===== src/verilog/u1e_bus_pkg.sv =====
package u1e_bus_pkg;

   ////////////////////
   // Bus geometry
   ////////////////////

   // One 16-bit word per access
   localparam int DW = 16;

   // Word address seen by the host
   localparam int AW = 11;

   // Top address bits that pick a slave
   localparam int DECODE_W = 4;

   ////////////////////
   // Slave numbers
   ////////////////////

   // Misc registers, LEDs and switches
   localparam logic [3:0] SLAVE_MISC = 4'd0;

   // Debug UART transmitter
   localparam logic [3:0] SLAVE_UART = 4'd1;

endpackage


===== src/verilog/u1e_regs_pkg.sv =====
package u1e_regs_pkg;

   ////////////////////
   // Misc slave map
   ////////////////////

   localparam logic [6:0] REG_FAST     = 7'd4;
   localparam logic [6:0] REG_SWITCHES = 7'd5;

   // Returned for every unused misc index
   localparam logic [15:0] MISC_MARKER = 16'hBEEF;

   ////////////////////
   // UART slave map
   ////////////////////

   localparam logic [6:0] UART_DATA   = 7'd0;
   localparam logic [6:0] UART_STATUS = 7'd1;
   localparam logic [6:0] UART_CLKDIV = 7'd2;

   // Host bridge sequencing
   typedef enum logic [1:0] {BR_IDLE, BR_CYCLE, BR_DONE} bridge_state_t;

   // Serial frame position
   typedef enum logic [1:0] {TX_IDLE, TX_START, TX_DATA, TX_STOP} uart_state_t;

endpackage


===== src/verilog/host_wb_bridge.sv =====
module host_wb_bridge #(
   parameter int DW       = u1e_bus_pkg::DW,
   parameter int AW       = u1e_bus_pkg::AW,
   parameter int DECODE_W = u1e_bus_pkg::DECODE_W
) (
   input  logic          wb_clk,
   input  logic          rst_n_i,
   input  logic          host_req_i,
   input  logic          host_we_i,
   input  logic [AW-1:0] host_adr_i,
   input  logic [DW-1:0] host_wdat_i,
   output logic [DW-1:0] host_rdat_o,
   output logic          host_done_o,
   output logic          host_busy_o,
   input  logic          wb_ack_i,
   input  logic [DW-1:0] wb_dat_i,
   output logic          wb_cyc_o,
   output logic          wb_stb_o,
   output logic          wb_we_o,
   output logic [AW-1:0] wb_adr_o,
   output logic [DW-1:0] wb_dat_o
);

   u1e_regs_pkg::bridge_state_t state_q;

   // Slave field and offset within the slave
   logic [DECODE_W-1:0]    slv_q;
   logic [AW-DECODE_W-1:0] ofs_q;
   logic                   we_q;
   logic [DW-1:0]          wdat_q;
   logic [DW-1:0]          rdat_q;

   always_ff @(posedge wb_clk) begin
      if (!rst_n_i) begin
         state_q <= u1e_regs_pkg::BR_IDLE;
      end else begin
         case (state_q)
            u1e_regs_pkg::BR_IDLE:  if (host_req_i) state_q <= u1e_regs_pkg::BR_CYCLE;
            u1e_regs_pkg::BR_CYCLE: if (wb_ack_i) state_q <= u1e_regs_pkg::BR_DONE;
            u1e_regs_pkg::BR_DONE:  state_q <= u1e_regs_pkg::BR_IDLE;
            default:                state_q <= u1e_regs_pkg::BR_IDLE;
         endcase
      end
   end

   // Request latch and read capture
   always_ff @(posedge wb_clk) begin
      if (state_q == u1e_regs_pkg::BR_IDLE && host_req_i) begin
         we_q   <= host_we_i;
         slv_q  <= host_adr_i[AW-1 -: DECODE_W];
         ofs_q  <= host_adr_i[AW-DECODE_W-1:0];
         wdat_q <= host_wdat_i;
      end
      // Writes leave the last read word in place
      if (state_q == u1e_regs_pkg::BR_CYCLE && wb_ack_i && !we_q)
         rdat_q <= wb_dat_i;
   end

   assign wb_cyc_o    = (state_q == u1e_regs_pkg::BR_CYCLE);
   assign wb_stb_o    = (state_q == u1e_regs_pkg::BR_CYCLE);
   assign wb_we_o     = we_q;
   assign wb_adr_o    = {slv_q, ofs_q};
   assign wb_dat_o    = wdat_q;
   assign host_rdat_o = rdat_q;
   assign host_done_o = (state_q == u1e_regs_pkg::BR_DONE);
   assign host_busy_o = (state_q != u1e_regs_pkg::BR_IDLE);

endmodule


===== src/verilog/wb_1master_decode.sv =====
module wb_1master_decode #(
   parameter int DW       = u1e_bus_pkg::DW,
   parameter int AW       = u1e_bus_pkg::AW,
   parameter int DECODE_W = u1e_bus_pkg::DECODE_W
) (
   input  logic          wb_clk,
   input  logic          rst_n_i,
   input  logic          m_cyc_i,
   input  logic          m_stb_i,
   input  logic          m_we_i,
   input  logic [AW-1:0] m_adr_i,
   input  logic [DW-1:0] m_dat_i,
   output logic [DW-1:0] m_dat_o,
   output logic          m_ack_o,
   input  logic [DW-1:0] s0_dat_i,
   input  logic          s0_ack_i,
   input  logic [DW-1:0] s1_dat_i,
   input  logic          s1_ack_i,
   output logic          s0_cyc_o,
   output logic          s0_stb_o,
   output logic          s0_we_o,
   output logic [6:0]    s0_adr_o,
   output logic [DW-1:0] s0_dat_o,
   output logic          s1_cyc_o,
   output logic          s1_stb_o,
   output logic          s1_we_o,
   output logic [6:0]    s1_adr_o,
   output logic [DW-1:0] s1_dat_o
);

   logic [DECODE_W-1:0] slave;
   logic                hit0;
   logic                hit1;

   assign slave    = m_adr_i[AW-1 -: DECODE_W];
   assign hit0     = (slave == DECODE_W'(u1e_bus_pkg::SLAVE_MISC));
   assign hit1     = (slave == DECODE_W'(u1e_bus_pkg::SLAVE_UART));

   // Shared signals fan out, stb goes to one slave only
   assign s0_cyc_o = m_cyc_i;
   assign s0_stb_o = m_stb_i && hit0;
   assign s0_we_o  = m_we_i;
   assign s0_adr_o = m_adr_i[6:0];
   assign s0_dat_o = m_dat_i;
   assign s1_cyc_o = m_cyc_i;
   assign s1_stb_o = m_stb_i && hit1;
   assign s1_we_o  = m_we_i;
   assign s1_adr_o = m_adr_i[6:0];
   assign s1_dat_o = m_dat_i;

   // Unmapped slaves answer at once with zero
   assign m_ack_o = hit0 ? s0_ack_i : hit1 ? s1_ack_i : (m_cyc_i && m_stb_i);
   assign m_dat_o = hit0 ? s0_dat_i : hit1 ? s1_dat_i : '0;

endmodule


===== src/verilog/misc_regs.sv =====
module misc_regs #(
   parameter int DW = u1e_bus_pkg::DW
) (
   input  logic          wb_clk,
   input  logic          rst_n_i,
   input  logic          cyc_i,
   input  logic          stb_i,
   input  logic          we_i,
   input  logic [6:0]    adr_i,
   input  logic [DW-1:0] dat_i,
   input  logic [7:0]    dip_sw_i,
   input  logic [2:0]    push_btn_i,
   output logic [DW-1:0] dat_o,
   output logic          ack_o,
   output logic [2:0]    leds_o
);

   logic [DW-1:0] reg_fast_q;

   always_ff @(posedge wb_clk) begin
      if (!rst_n_i)
         reg_fast_q <= '0;
      else if (cyc_i && stb_i && we_i && adr_i == u1e_regs_pkg::REG_FAST)
         reg_fast_q <= dat_i;
   end

   always_comb begin
      if (adr_i == u1e_regs_pkg::REG_FAST)
         dat_o = reg_fast_q;
      else if (adr_i == u1e_regs_pkg::REG_SWITCHES)
         dat_o = DW'({5'b0, push_btn_i, dip_sw_i});
      else
         dat_o = DW'(u1e_regs_pkg::MISC_MARKER);
   end

   assign ack_o = cyc_i && stb_i;

   // Board wiring swaps the two low LEDs
   assign {leds_o[2], leds_o[0], leds_o[1]} = reg_fast_q[2:0];

endmodule


===== src/verilog/uart_tx.sv =====
module uart_tx #(
   parameter int DW             = u1e_bus_pkg::DW,
   parameter int CLKDIV_DEFAULT = 278
) (
   input  logic          wb_clk,
   input  logic          rst_n_i,
   input  logic          cyc_i,
   input  logic          stb_i,
   input  logic          we_i,
   input  logic [6:0]    adr_i,
   input  logic [DW-1:0] dat_i,
   output logic [DW-1:0] dat_o,
   output logic          ack_o,
   output logic          uart_txd_o
);

   u1e_regs_pkg::uart_state_t state_q;

   logic [DW-1:0] clkdiv_q;
   logic          overrun_q;
   logic [DW-1:0] div_lat_q;
   logic [DW-1:0] cnt_q;
   logic [2:0]    bit_q;
   logic [7:0]    shift_q;
   logic          txd_q;
   logic          wr;
   logic          idle;
   logic          start;
   logic          bit_end;

   assign wr      = cyc_i && stb_i && we_i;
   assign idle    = (state_q == u1e_regs_pkg::TX_IDLE);
   assign start   = wr && adr_i == u1e_regs_pkg::UART_DATA && idle;
   assign bit_end = (cnt_q == div_lat_q - 1'b1);

   ////////////////////
   // Register writes
   ////////////////////

   always_ff @(posedge wb_clk) begin
      if (!rst_n_i) begin
         clkdiv_q  <= DW'(CLKDIV_DEFAULT);
         overrun_q <= 1'b0;
      end else if (wr) begin
         if (adr_i == u1e_regs_pkg::UART_CLKDIV)
            clkdiv_q <= dat_i;
         // Sticky until status is written
         if (adr_i == u1e_regs_pkg::UART_DATA && !idle)
            overrun_q <= 1'b1;
         else if (adr_i == u1e_regs_pkg::UART_STATUS)
            overrun_q <= 1'b0;
      end
   end

   ////////////////////
   // Frame FSM
   ////////////////////

   always_ff @(posedge wb_clk) begin
      if (!rst_n_i) begin
         state_q <= u1e_regs_pkg::TX_IDLE;
         txd_q   <= 1'b1;
         cnt_q   <= '0;
         bit_q   <= '0;
      end else begin
         cnt_q <= (idle || bit_end) ? '0 : cnt_q + 1'b1;
         case (state_q)
            u1e_regs_pkg::TX_IDLE: if (start) begin
               state_q <= u1e_regs_pkg::TX_START;
               txd_q   <= 1'b0;
               bit_q   <= '0;
            end
            u1e_regs_pkg::TX_START: if (bit_end) begin
               state_q <= u1e_regs_pkg::TX_DATA;
               txd_q   <= shift_q[0];
            end
            u1e_regs_pkg::TX_DATA: if (bit_end) begin
               if (bit_q == 3'd7) begin
                  state_q <= u1e_regs_pkg::TX_STOP;
                  txd_q   <= 1'b1;
               end else begin
                  bit_q <= bit_q + 1'b1;
                  txd_q <= shift_q[1];
               end
            end
            u1e_regs_pkg::TX_STOP: if (bit_end) state_q <= u1e_regs_pkg::TX_IDLE;
            default: state_q <= u1e_regs_pkg::TX_IDLE;
         endcase
      end
   end

   // Byte and bit period for the running frame
   always_ff @(posedge wb_clk) begin
      if (start) begin
         shift_q   <= dat_i[7:0];
         div_lat_q <= clkdiv_q;
      end else if (state_q == u1e_regs_pkg::TX_DATA && bit_end) begin
         shift_q <= shift_q >> 1;
      end
   end

   always_comb begin
      case (adr_i)
         u1e_regs_pkg::UART_STATUS: dat_o = DW'({overrun_q, !idle});
         u1e_regs_pkg::UART_CLKDIV: dat_o = clkdiv_q;
         default:                   dat_o = '0;
      endcase
   end

   assign ack_o      = cyc_i && stb_i;
   assign uart_txd_o = txd_q;

endmodule


===== src/verilog/u1e_core.sv =====
module u1e_core #(
   parameter int DW             = u1e_bus_pkg::DW,
   parameter int AW             = u1e_bus_pkg::AW,
   parameter int DECODE_W       = u1e_bus_pkg::DECODE_W,
   parameter int CLKDIV_DEFAULT = 278
) (
   input  logic          wb_clk,
   input  logic          rst_n_i,
   input  logic          host_req_i,
   input  logic          host_we_i,
   input  logic [AW-1:0] host_adr_i,
   input  logic [DW-1:0] host_wdat_i,
   input  logic [7:0]    dip_sw_i,
   input  logic [2:0]    push_btn_i,
   output logic [DW-1:0] host_rdat_o,
   output logic          host_done_o,
   output logic          host_busy_o,
   output logic [2:0]    leds_o,
   output logic          uart_txd_o
);

   logic          m_cyc, m_stb, m_we, m_ack;
   logic [AW-1:0] m_adr;
   logic [DW-1:0] m_dat_mosi, m_dat_miso;
   logic          s0_cyc, s0_stb, s0_we, s0_ack;
   logic          s1_cyc, s1_stb, s1_we, s1_ack;
   logic [6:0]    s0_adr, s1_adr;
   logic [DW-1:0] s0_dat_mosi, s0_dat_miso, s1_dat_mosi, s1_dat_miso;

   ////////////////////
   // Host to Wishbone
   ////////////////////

   host_wb_bridge #(.DW(DW), .AW(AW), .DECODE_W(DECODE_W)) bridge_i (
      .wb_clk(wb_clk), .rst_n_i(rst_n_i),
      .host_req_i(host_req_i), .host_we_i(host_we_i), .host_adr_i(host_adr_i),
      .host_wdat_i(host_wdat_i), .host_rdat_o(host_rdat_o),
      .host_done_o(host_done_o), .host_busy_o(host_busy_o),
      .wb_ack_i(m_ack), .wb_dat_i(m_dat_miso), .wb_cyc_o(m_cyc), .wb_stb_o(m_stb),
      .wb_we_o(m_we), .wb_adr_o(m_adr), .wb_dat_o(m_dat_mosi));

   wb_1master_decode #(.DW(DW), .AW(AW), .DECODE_W(DECODE_W)) decode_i (
      .wb_clk(wb_clk), .rst_n_i(rst_n_i),
      .m_cyc_i(m_cyc), .m_stb_i(m_stb), .m_we_i(m_we), .m_adr_i(m_adr),
      .m_dat_i(m_dat_mosi), .m_dat_o(m_dat_miso), .m_ack_o(m_ack),
      .s0_dat_i(s0_dat_miso), .s0_ack_i(s0_ack), .s1_dat_i(s1_dat_miso), .s1_ack_i(s1_ack),
      .s0_cyc_o(s0_cyc), .s0_stb_o(s0_stb), .s0_we_o(s0_we), .s0_adr_o(s0_adr),
      .s0_dat_o(s0_dat_mosi), .s1_cyc_o(s1_cyc), .s1_stb_o(s1_stb), .s1_we_o(s1_we),
      .s1_adr_o(s1_adr), .s1_dat_o(s1_dat_mosi));

   ////////////////////
   // Slaves
   ////////////////////

   misc_regs #(.DW(DW)) misc_i (
      .wb_clk(wb_clk), .rst_n_i(rst_n_i),
      .cyc_i(s0_cyc), .stb_i(s0_stb), .we_i(s0_we), .adr_i(s0_adr), .dat_i(s0_dat_mosi),
      .dip_sw_i(dip_sw_i), .push_btn_i(push_btn_i),
      .dat_o(s0_dat_miso), .ack_o(s0_ack), .leds_o(leds_o));

   // 278 gives 230.4k baud from a 64 MHz clock
   uart_tx #(.DW(DW), .CLKDIV_DEFAULT(CLKDIV_DEFAULT)) uart_i (
      .wb_clk(wb_clk), .rst_n_i(rst_n_i),
      .cyc_i(s1_cyc), .stb_i(s1_stb), .we_i(s1_we), .adr_i(s1_adr), .dat_i(s1_dat_mosi),
      .dat_o(s1_dat_miso), .ack_o(s1_ack), .uart_txd_o(uart_txd_o));

endmodule


===== config.mk =====
export PLATFORM = sky130hd
export DESIGN_NAME = u1e_core
export DESIGN_NICKNAME = d
export VERILOG_FILES = /design/src/verilog/u1e_bus_pkg.sv /design/src/verilog/u1e_regs_pkg.sv /design/src/verilog/host_wb_bridge.sv /design/src/verilog/wb_1master_decode.sv /design/src/verilog/misc_regs.sv /design/src/verilog/uart_tx.sv /design/src/verilog/u1e_core.sv
export SDC_FILE = /design/constraint.sdc
export NUM_CORES = 1
export LEC_CHECK = 0
export BUFFER_PORTS_ARGS = -buffer_cell sky130_fd_sc_hd__clkbuf_2
export CORE_ASPECT_RATIO = 0.7
export CORE_MARGIN = 3
export CORE_UTILIZATION = 40
export CTS_CLUSTER_DIAMETER = 30
export DETAILED_ROUTE_END_ITERATION = 10
export PLACE_DENSITY_LB_ADDON = 0.2
export SLEW_MARGIN = 0
export SYNTH_ARGS = -nofsm -noshare
export SYNTH_HDL_FRONTEND = slang
export SYNTH_SLANG_ARGS = --single-unit

===== constraint.sdc =====
create_clock -name wb_clk -period 6.25 [get_ports wb_clk]
set_input_delay 0.3125 -clock wb_clk [delete_from_list [all_inputs] [get_ports wb_clk]]
set_output_delay 0.3125 -clock wb_clk [all_outputs]
set_load 0.02 [all_outputs]

Yosys cells after proc, flatten, opt, wreduce, memory -nomap -nowiden
Index checks and enable logic that the tools add are counted.

$add $sub $neg: 3. Eq/ne operators: 20. Mux-type cells: 29. Bitwise logic cells: 1. Reduce and logical (&&, ||, !) cells: 33.

Operator list (number): 16-bit two-way mux (4); 16-bit one-hot mux with 2 select lines (1); 16-bit by 1-bit adder with 16-bit output (second input constant) (1); 16-bit equality test (1); 8-bit two-way mux (2); 16-bit by 1-bit subtractor with 16-bit output (second input constant) (1); 7-bit by 3-bit equality test with 1-bit output (second input constant) (2); 1-bit logical AND (14); 2-bit two-way mux (7); 3-bit two-way mux (3); 1-bit two-way mux (8); 2-bit by 1-bit inequality test with 1-bit output (second input constant) (4); 2-bit inequality test (second input constant) (4); 2-bit one-hot mux with 4 select lines (1); 4-bit AND reduction (2); 2-bit nonzero test (4); 7-bit by 1-bit equality test with 1-bit output (second input constant) (1); 7-bit by 2-bit equality test with 1-bit output (second input constant) (1); 7-bit zero test (1); 2-bit equality test (second input constant) (3); 3-bit one-hot mux with 2 select lines (1); 2-bit AND reduction (3); 5-bit AND reduction (1); 2-bit by 1-bit equality test with 1-bit output (second input constant) (2); other kinds (12) (14).

Register bits after elaboration: 125. Output and inout bits: 22.

Logic depth before layout (Yosys ltp)
Gate-level depths: netlist (run 1).

Depth in word-level cells: 8. Mapped depth: 11. Depth with buffers taken out: 10.

Cells and area by module
Synthesis (run 1) repeated with hierarchy kept, for this count alone.

Cells, all modules: 607. Area, all modules: 6344.8 um2.

Modules (own cells, without submodules): uart_tx (times used 1, cells each 345, area an instance 3294.4 um2, sequential area each 1501.4 um2); host_wb_bridge (times used 1, cells each 58, area an instance 1445.1 um2, sequential area each 1361.3 um2); misc_regs (times used 1, cells each 111, area an instance 922.1 um2, sequential area each 320.3 um2); wb_1master_decode (times used 1, cells each 93, area an instance 683.2 um2, sequential area each 0.0 um2).

Worst setup path after synthesis (run 1)
No wires, ideal clock.

Path type: flip-flop to flip-flop. From: register uart_i.div_lat_q[3]. To: register uart_i.shift_q[0] (enable). Arrival time: 3090 ps. Required time: 5866 ps. Slack: 2776 ps. Cell stages (with the launch flop): 8. Buffers on the path: 0. Clock period less this slack: 3474 ps. Cell sequence: edfxtp_1 > or4_4 > or3_1 > a2111oi_0 > nand4_1 > a221o_1 > or2_1 > o21ai_0.

Word-level cells in the longest chain between the ends: 4.

RTL lines: from (decl) (line uart_tx.sv:21) `logic [DW-1:0] div_lat_q;`; from (signal assigned) (line uart_tx.sv:96) `div_lat_q <= clkdiv_q;`; 16-bit by 1-bit subtractor with 16-bit output (line uart_tx.sv:34) `assign bit_end = (cnt_q == div_lat_q - 1'b1);`; 16-bit equality test (line uart_tx.sv:34); 1-bit logical AND (line uart_tx.sv:97) `end else if (state_q == u1e_regs_pkg::TX_DATA && bit_end) begin`; 2-bit nonzero test (no line); to (signal assigned) (line uart_tx.sv:95) `shift_q <= dat_i[7:0];`; to (signal assigned) (line uart_tx.sv:98) `shift_q <= shift_q >> 1;`; to (decl) (line uart_tx.sv:24) `logic [7:0] shift_q;`.

No other way between the ends. A chain may end at the register's enable or synchronous reset.

Worst setup path after layout (run 1)
From: register uart_i.div_lat_q[3]. To: register uart_i.shift_q[6] (enable).

The elaborated chain is that of the path after synthesis.

==> metrics, run 1 <==
Final Hold Fails 0; Core ar. approximately 13000 um^2; fillers 1124; Initial Utilization 42.0%; post-cts sizing count 0; # clock sinks 125; Final Wtd Congestion 0.942; sequential share of power 45.8%; Synth Instances 510; synth top area cells edfxtp_1 (38%), dfxtp_1 (21%), nand2_1 (6.4%), xnor2_1 (3.4%), nor2_1 (3.2%); ys async rst share 0%; count leader, synth nand2_1; Vias roughly 3900; sw frac 26.0%; Netlist cell types 47; Setup Viol. Count Final 0; combined flip-flop and latch cell area 3180 um^2; Synth area leader edfxtp_1; hold_sp host_adr_i[5]; delay-heaviest family, CP compound AO/OA/AOI/OAI gates; fin crit period 3.88 ns; die height 103 um; post-synth top area share around two fifths; Int Power 1460 uW; Critical Path, Cell by Cell or4_4 -> or3_1 -> a2111oi_0 -> nand4_1 -> a221o_1 -> or2_1 -> o21ai_0; ratio of cells with drive above 1 in the final layout 18.1%; CP Buf/Inv Count 0; Final Non-Filler Cells 748; # nets final between 600 and 700; drt wl/cell between 15 and 20 um; Synth Cell Area ~5300 um^2; fmax 258 MHz; DRC 0; Relative slew margins 22.3%; largest net degree at the start of global routing 36; Setup CP Type flop to flop; Core Util, Final 50.1%; HPWL Detailed 8.41 mm; ANT cells 0; max-slew violation count 0; H-Tree Depth 4; CP Data Required Time between 6 and 7 ns; prevailing post-synth register cell edfxtp_1; Placed Cells 716; vias per cell roughly 5.2; #FFs+latches synth between 100 and 150; part of the Yosys area used for sequential elements about three fifths; Final period util 62.0%; CP startpoint uart_i.div_lat_q[3]; Layout Area Growth over Synthesis 19.4%; Logic pwr share 5.5%; status completed; largest fanout on the critical path 8; first-pass GRT wire length 19.6 mm; grt ovf 0; Worst-Margin Slew about 1.2 ns; Setup TNS Final 0 ns; Max VDD drop between 0.2 and 0.25 mV; CTS Buf Count 17; total routed wirelength 11.9 mm; Crit. End Element flop; max_cap viols 0; worst skew pair latency 0.42 ns; CTS tree yes; power per cell area between 300 and 400 nW/um^2; Setup Buffers After CTS 0; Die Area 14800 um^2; worst r2r src uart_i.div_lat_q[3]; Worst Hold Class primary input to flop; net count after synthesis 560; Post-synth top cells nand2_1 (91), edfxtp_1 (68), dfxtp_1 (57); Crit-path slowest cell o21ai_0; Total GRT Usage roughly 17%; Clock Skews 0.0169 ns; clock-pin slew on the worst setup and hold paths roughly 0.070 ns; CTS Buffer Depth 2; peak per-stage delay on the critical path 0.84 ns; Synth Warn # 0; critical path launch point type flop; initial drt markers between 200 and 300; vias in the first global route 3804; Hold Buf Count CTS 0; CP Data Arrival Time just under 4 ns; die width approximately 140 um; mean area per synthesized cell 10.5 um^2; Buffers on Ports 63; Clock power frac 48.7%; Root Driver clkbuf_16; Rows 34; Antenna Nets Post-Route 0; RSZ-0062 raised after global routing no; initial antenna violation count 0; total I/O pin count 64; P_sw 513 uW; Leakage ~0.0023 uW; Post-synth EDFFs 68; 1st-pass router iterations 5; area of the multi-input gates 2010 um^2
-- cell type report --
| type | count | area share (%) |
|---|---|---|
| sequential | 125 | 50.0 |
| timing repair buffer | 65 | 5.18 |
| clock inverter | 15 | 2.57 |
| inverter | 14 | 0.825 |
| tap | 162 | 3.18 |
| multi-input combinational | 350 | 31.6 |
| clock buffer | 17 | 6.68 |
-- layout by cell type (no fill, tap or decap), types with 2 or more instances in the layout --
master	instances
nand2_1	91
edfxtp_1	68
clkbuf_2	63
dfxtp_1	57
nor2_1	44
a21oi_1	28
o21ai_0	23
xnor2_1	21
clkbuf_16	17
mux2i_1	16
nand3_1	14
xor2_1	13
inv_1	12
nor3_1	12
o22ai_1	10
ha_1	8
nand4_1	7
and3_1	6
nor4_1	6
or3_1	6
inv_6	6
nor2b_1	5
a31oi_1	5
inv_8	5
nand2b_1	4
a22oi_1	4
or2_2	3
clkinv_8	3
clkinv_1	2
a21boi_0	2
nor2_2	2
nand3b_1	2
buf_4	2
-- routing by layer --
metal | part of all wire, % | vias up | wire length, um | global-route usage, %
met4 | 1.1 | 0 | 125 | 7.09
met5 | 0 | - | 0 | 0
li1 | - | 1937 | - | -
met3 | 5.7 | 9 | 672 | 5.01
met1 | 48 | 1816 | 5710 | 23.9
met2 | 45 | 108 | 5370 | 26.0
-- kinds of logic (layout without fill, tap and decap cells) --
group | Yosys count | count (layout) | share of synthesized area (%)
buffers and inverters | 35 | 111 | 2.74
multiplexers | 16 | 16 | 3.00
flip-flops | 125 | 125 | 59.6
AO/OA/AOI/OAI | 80 | 80 | 8.93
AND/OR/NAND/NOR | 212 | 212 | 18.3
adder cells (fa/ha/maj) | 8 | 8 | 1.87
XOR/XNOR | 34 | 34 | 5.58
-- per-stage QoR --
| stage | instance area (um^2) | worst slack (ns) | hold WS [ns] | total power (uW) |
|---|---|---|---|---|
| floorplan | 5340 | 2.78 | 0.411 | 988 |
| global placement | 5780 | 2.43 | 0.442 | 1030 |
| detailed placement | 5780 | 2.37 | 0.447 | 1030 |
| CTS | 6370 | 2.34 | 0.0439 | 2000 |
| global route | 6370 | 2.01 | 0.0418 | 2050 |
| finish | 6370 | 2.37 | 0.0597 | 1980 |
-- final timing paths --
check	endpoint	slack, ns	cells after the start
max	uart_i.shift_q[6]	2.37	7
min	bridge_i.ofs_q[5]	0.06	1
min reg2reg	misc_i.reg_fast_q[14]	0.45	2
max reg2reg	uart_i.shift_q[6]	2.37	7
-- worst register-to-register path, cell delays in order, from the launching register on --
cell and delay [ns]:
edfxtp_1 0.46, or4_4 0.59, or3_1 0.38, a2111oi_0 0.44, nand4_1 0.13, a221o_1 0.38, or2_1 0.26, o21ai_0 0.84
-- registers in the layout (all words and copies together) (netlist names) --
register and cells:
bridge_i.host_rdat_o 16, bridge_i.ofs_q 7, bridge_i.slv_q 4, bridge_i.state_q 2
bridge_i.wb_dat_o 16, bridge_i.wb_we_o 1, misc_i.reg_fast_q 16, uart_i.bit_q 3
uart_i.clkdiv_q 16, uart_i.cnt_q 16, uart_i.div_lat_q 16, uart_i.overrun_q 1
uart_i.shift_q 8, uart_i.state_q 2, uart_i.uart_txd_o 1
-- power by group through the flow --
stage / clock network [uW] / registers (uW) / logic [uW]
2_1_floorplan: 0 / 923 / 64.7
3_3_place_gp: 0 / 922 / 109
3_5_place_dp: 0 / 923 / 109
4_1_cts: 982 / 905 / 110
5_1_grt: 1020 / 907 / 123
6_report: 963 / 905 / 109
(Power assumes the default switching activity.)
==> run 2: changes to the inputs <==
==> constraint.sdc (replaced) <==
create_clock -name wb_clk -period 3.8 [get_ports wb_clk]
set_input_delay 0.19 -clock wb_clk [delete_from_list [all_inputs] [get_ports wb_clk]]
set_output_delay 0.19 -clock wb_clk [all_outputs]
set_load 0.02 [all_outputs]
==> run 2 against run 1 <==
Compared with the run above:
- clock-buffer cell count is 2 higher
- clock skew is 0.0018 ns lower
- clock power is 75% higher
- combinational power rose by 93%
- design area grew 5.4%
- sequential power up 65%
- routed wire length up 3.9%
- power rose by 72%
- sequential share of layout area is 2.6 points lower
- register-to-register slack got worse by 1.9 ns
- worst setup slack got worse by 1.9 ns
- hold slack worse by 0.030 ns
- critical path type unchanged
- critical endpoint is now uart_i.shift_q[5]
==> metrics, run 2 (synthesized netlist as in run 1, its figures left out) <==
Setup Viol. Count Final 0 (unchanged); Final Wtd Congestion 0.910 (was 0.942); CTS Buffer Depth 2 (unchanged); max-slew violation count 0 (unchanged); Crit-path slowest cell or4_4 (was o21ai_0); Total GRT Usage 17.6% (was 17.4%); HPWL Detailed 8.39 mm (was 8.41 mm); DRC 0 (unchanged); Setup CP Type flop to flop (unchanged); power per cell area 505 nW/um^2 (was 310 nW/um^2); Antenna Nets Post-Route 0 (unchanged); FF-to-FF path depth 8 (was 7); Max VDD drop 0.321 mV (was 0.200 mV); critical path launch point type flop (unchanged); CP Data Required Time 3.93 ns (was 6.29 ns); most common cell after layout, fill and taps aside nand2_1 (unchanged); Relative slew margins 45.7% (was 22.3%); # clock sinks 125 (unchanged); Worst-Margin Slew 0.807 ns (was 1.16 ns); WHS Path Cells 3 (was 1); fin crit period 3.33 ns (was 3.88 ns); Worst R2R End uart_i.shift_q[5] (was uart_i.shift_q[6]); RSZ-0062 raised after global routing no (unchanged); Placed Cells 721 (was 716); grt ovf 0 (unchanged); leading cell types in the layout, fill and taps excluded nand2_1 (91), edfxtp_1 (68), clkbuf_2 (63), dfxtp_1 (57), nor2_1 (44) (unchanged); initial drt markers 300 (was 277); Final period util 87.7% (was 62.0%); Vias 4025 (was 3870); initial antenna violation count 0 (unchanged); Initial Utilization 42.0% (unchanged); worst r2r src uart_i.div_lat_q[3] (unchanged); CP Buf/Inv Count 1 (was 0); H-Tree Depth 4 (unchanged); Setup Buffers After CTS 0 (unchanged); CP Data Arrival Time 3.46 ns (was 3.91 ns); Core ar. 12700 um^2 (unchanged); Hold Buf Count CTS 28 (was 0); fmax 300 MHz (was 258 MHz); worst skew pair latency 0.42 ns (about the same); largest fanout on the critical path 8 (unchanged); CTS Buf Count 17 (unchanged); CTS tree yes (unchanged); 1st-pass router iterations 5 (unchanged); clock-pin slew on the worst setup and hold paths 0.06 ns (was 0.07 ns); ratio of cells with drive above 1 in the final layout 17.8% (was 18.1%); largest net degree at the start of global routing 31 (was 36); total I/O pin count 64 (unchanged); fillers 1079 (was 1124); Tot Pwr 3390 uW (was 1980 uW); max_cap viols 0 (unchanged); post-cts sizing count 0 (unchanged); # nets final 656 (was 623); Worst Hold Class primary input to flop (unchanged); status completed (unchanged); first-pass GRT wire length 19.9 mm (was 19.6 mm); Buffers on Ports 63 (unchanged); die height 103 um (unchanged); Setup TNS Final 0 ns (unchanged); ANT cells 0 (unchanged); Leakage 0.00246 uW (was 0.00230 uW); WP depth 8 (was 7); Clock Skews 0.0151 ns (was 0.0169 ns); vias in the first global route 3972 (was 3804); vias per cell 5.15 (was 5.17); peak per-stage delay on the critical path 0.61 ns (was 0.84 ns); hold_sp host_req_i (was host_adr_i[5]); delay-heaviest family, CP simple AND/OR/NAND/NOR gates (was compound AO/OA/AOI/OAI gates); total routed wirelength 12.3 mm (was 11.9 mm); Root Driver clkbuf_16 (unchanged); Final Non-Filler Cells 781 (was 748); die width 144 um (unchanged); drt wl/cell 15.8 um (was 15.9 um); Final Hold Fails 0 (unchanged); Rows 34 (unchanged); Layout Area Growth over Synthesis 25.8% (was 19.4%); Crit. End Element flop (unchanged); Die Area 14800 um^2 (unchanged); setup slack, reg-to-reg 0.47 ns (was 2.37 ns); Worst Hold End bridge_i.state_q[0] (was bridge_i.ofs_q[5]); Critical Path, Cell by Cell or4_4 -> or3_1 -> a2111oi_0 -> nand4_1 -> a221o_1 -> or2_1 -> o21ai_0 -> buf_4 (was or4_4 -> or3_1 -> a2111oi_0 -> nand4_1 -> a221o_1 -> or2_1 -> o21ai_0)
## run 2: layer usage
layer	part of all wire [%]	up-vias	GRT usage, %
met5	0	-	0
li1	-	1989	-
met2	45	137	26.9
met1	47	1876	23.9
met3	5.6	23	4.40
met4	2.0	0	7.38
## run 2: tightest hold or removal path, stage by stage
cell and delay [ns]:
clkbuf_2 0.08, inv_1 0.08, nor3_1 0.06
## run 2: worst max-delay path by stage
stage	startpoint	to	slack, ns
6_report	uart_i.div_lat_q[3]	uart_i.shift_q[5]	0.47
5_1_grt	uart_i.div_lat_q[3]	uart_i.shift_q[2]	0.19
4_1_cts	uart_i.div_lat_q[3]	uart_i.shift_q[3]	0.47
3_5_place_dp	uart_i.div_lat_q[3]	uart_i.shift_q[4]	0.50
3_3_place_gp	uart_i.div_lat_q[3]	uart_i.shift_q[6]	0.56
2_1_floorplan	uart_i.div_lat_q[3]	uart_i.shift_q[0]	0.33
## run 2: final cells by class
type	count	area, um^2	share of cell area [%]
flip-flops and latches	125	3180	47.4
multi-input cells	350	2010	30.0
repair buffers	98	648	9.65
clock buffers	19	443	6.59
well taps	162	203	3.02
clock inverters	13	175	2.61
inverters	14	52.6	0.782
## run 2: power by group
part	internal, uW	switching (uW)
logic	83.7	126
clock network	1060	627
registers	1460	28.8
## run 2: per-stage QoR
| stage | worst slack, ns | area (um^2) | utilization (%) | hold slack, ns |
|---|---|---|---|---|
| floorplan | 0.326 | 5340 | - | 0.289 |
| global placement | 0.558 | 5820 | 45.8 | 0.367 |
| detailed placement | 0.505 | 5820 | 45.8 | 0.369 |
| CTS | 0.465 | 6720 | 52.8 | 0.0272 |
| global route | 0.186 | 6720 | 52.8 | 0.0386 |
| finish | 0.468 | 6720 | 52.8 | 0.0293 |
==> run 3: changes to the inputs <==
==> constraint.sdc (replaced) <==
create_clock -name wb_clk -period 3.3 [get_ports wb_clk]
set_input_delay 0.165 -clock wb_clk [delete_from_list [all_inputs] [get_ports wb_clk]]
set_output_delay 0.165 -clock wb_clk [all_outputs]
set_load 0.02 [all_outputs]
==> run 3 against run 2 <==
Compared with the run above:
- design area about the same
- combinational power up 14%
- clock skew down 0.0015 ns
- flip-flop and latch count unchanged
- clock power about the same
- register-to-register slack worse by 0.22 ns
- sequential power up 15%
- critical endpoint is now uart_i.state_q[0]
- largest cell class unchanged
- largest power group is now sequential cells
==> metrics, run 3 (synthesized netlist as in run 1, its figures left out) <==
vias per cell 5.08 (was 5.15); initial antenna violation count 0 (unchanged); Setup WS post-layout 0.249 ns (was 0.468 ns); vias in the first global route 3972 (unchanged); Core ar. 12700 um^2 (unchanged); status completed (unchanged); dpl ws 0.253 ns (was 0.505 ns); largest net degree at the start of global routing 36 (was 31); Placed Cells 729 (was 721); # clock sinks 125 (unchanged); Initial Utilization 42.0% (unchanged); ratio of cells with drive above 1 in the final layout 18.9% (was 17.8%); drt wl/cell 15.5 um (was 15.8 um); Leakage 0.00245 uW (was 0.00246 uW); die height 103 um (unchanged); Setup TNS Final 0 ns (unchanged); Worst Hold Class primary input to flop (unchanged); Crit. End Element flop (unchanged); Rows 34 (unchanged); initial drt markers 330 (was 300); sw frac 24.8% (was 23.1%); HPWL Detailed 8.35 mm (was 8.39 mm); total I/O pin count 64 (unchanged); first-pass GRT wire length 20.1 mm (was 19.9 mm); WHS 0.0967 ns (was 0.0293 ns); worst skew pair latency 0.42 ns (about the same); 1st-pass router iterations 5 (unchanged); Buffers on Ports 63 (unchanged); Antenna Nets Post-Route 0 (unchanged); Clock Skews 0.0136 ns (was 0.0151 ns); Setup CP Type flop to flop (unchanged); Total GRT Usage 17.7% (was 17.6%); fin crit period 3.05 ns (was 3.33 ns); P_sw 906 uW (was 782 uW); leading cell types in the layout, fill and taps excluded nand2_1 (91), edfxtp_1 (68), clkbuf_2 (63), dfxtp_1 (57), nor2_1 (44) (unchanged); H-Tree Depth 4 (unchanged); max-slew violation count 0 (unchanged); Worst-Margin Slew 0.698 ns (was 0.807 ns); CTS Buf Count 17 (unchanged); Root Driver clkbuf_16 (unchanged); CTS tree yes (unchanged); Relative slew margins 53.4% (was 45.7%); Final Wtd Congestion 0.897 (was 0.910); Setup Viol. Count Final 0 (unchanged); fmax 328 MHz (was 300 MHz); grt ovf 0 (unchanged); RSZ-0062 raised after global routing no (unchanged); Final Non-Filler Cells 790 (was 781); Setup Buffers After CTS 0 (unchanged); Clock power frac 46.6% (was 49.9%); most common cell after layout, fill and taps aside nand2_1 (unchanged); die width 144 um (unchanged); Logic pwr share 6.5% (was 6.2%); Int Power 2750 uW (was 2610 uW); sequential share of power 46.8% (was 43.9%); DRC 0 (unchanged); largest fanout on the critical path 5 (was 8); Final Hold Fails 0 (unchanged); critical path launch point type flop (unchanged); power per cell area 545 nW/um^2 (was 505 nW/um^2); CTS Buffer Depth 2 (unchanged); Core Util, Final 52.8% (about the same); # nets final 665 (was 656); Final period util 92.4% (was 87.7%); CP Data Required Time 3.62 ns (was 3.93 ns); CP Data Arrival Time 3.37 ns (was 3.46 ns); total routed wirelength 12.2 mm (was 12.3 mm); clock-pin slew on the worst setup and hold paths 0.06 ns (about the same); ANT cells 0 (unchanged); Max VDD drop 0.339 mV (was 0.321 mV); Layout Area Growth over Synthesis 25.8% (about the same); Vias 4015 (was 4025); Die Area 14800 um^2 (unchanged); max_cap viols 0 (unchanged)
==> run 3: cell count changes in the layout (fill, tap and decap cells not counted), sizes merged <==
cell | previous run | this run
clkinvlp | 0 | 5
clkbuf | 82 | 81
dlygate4sd3 | 28 | 29
inv | 19 | 18
bufinv | 3 | 0
buf | 7 | 15
==> run 3: stage by stage <==
step | power (uW) | cell area (um^2)
3_5_place_dp | 1960 | 5880
4_1_cts | 3680 | 6710
3_3_place_gp | 1950 | 5880
6_report | 3660 | 6720
2_1_floorplan | 1870 | 5340
5_1_grt | 3800 | 6720
==> run 3: final timing paths <==
path	start	to	slack (ns)	cells past startpoint
setup / recovery	uart_i.div_lat_q[5]	uart_i.state_q[0]	0.25	9
hold / removal	rst_n_i	uart_i.clkdiv_q[8]	0.1	2
setup reg to reg	uart_i.div_lat_q[5]	uart_i.state_q[0]	0.25	9
hold reg to reg	misc_i.reg_fast_q[14]	misc_i.reg_fast_q[14]	0.46	2
==> run 3: power groups by stage <==
stage | Clock, uW | Combinational [uW] | Sequential [uW]
3_5_place_dp | 0 | 211 | 1750
2_1_floorplan | 0 | 123 | 1750
6_report | 1710 | 239 | 1710
4_1_cts | 1720 | 240 | 1710
3_3_place_gp | 0 | 208 | 1740
5_1_grt | 1810 | 265 | 1720
==> run 3: layer usage <==
layer	vias to the layer above	part of all wire [%]	global-route usage, %
met5	-	0	0
met3	16	5.6	5.93
met4	0	1.3	5.35
li1	2009	-	-
met2	107	44	27.3
met1	1883	49	24.0
==> run 3: repair_timing <==
action                     CTS  global route
setup endpoints to repair    0            11
resized for setup            0             2
hold buffers                29             0
hold endpoints to repair    29             0
==> run 3: area by class of cell <==
cell class              instances  area (um^2)
clock buffers                  18          429
clock inverters                14          111
fillers                      1088         6000
inverters                      14         52.6
multi-input cells             350         2020
flip-flops and latches        125         3180
well taps                     162          203
repair buffers                107          718
==> run 3: worst max-delay path, cell delays in order, from the launching register on <==
cell	delay (ns)
edfxtp_1	0.45
or4_4	0.54
or3_1	0.40
a2111oi_2	0.35
nand4_1	0.12
a221o_1	0.30
buf_4	0.16
o31ai_4	0.28
a21oi_1	0.10
a311oi_1	0.26
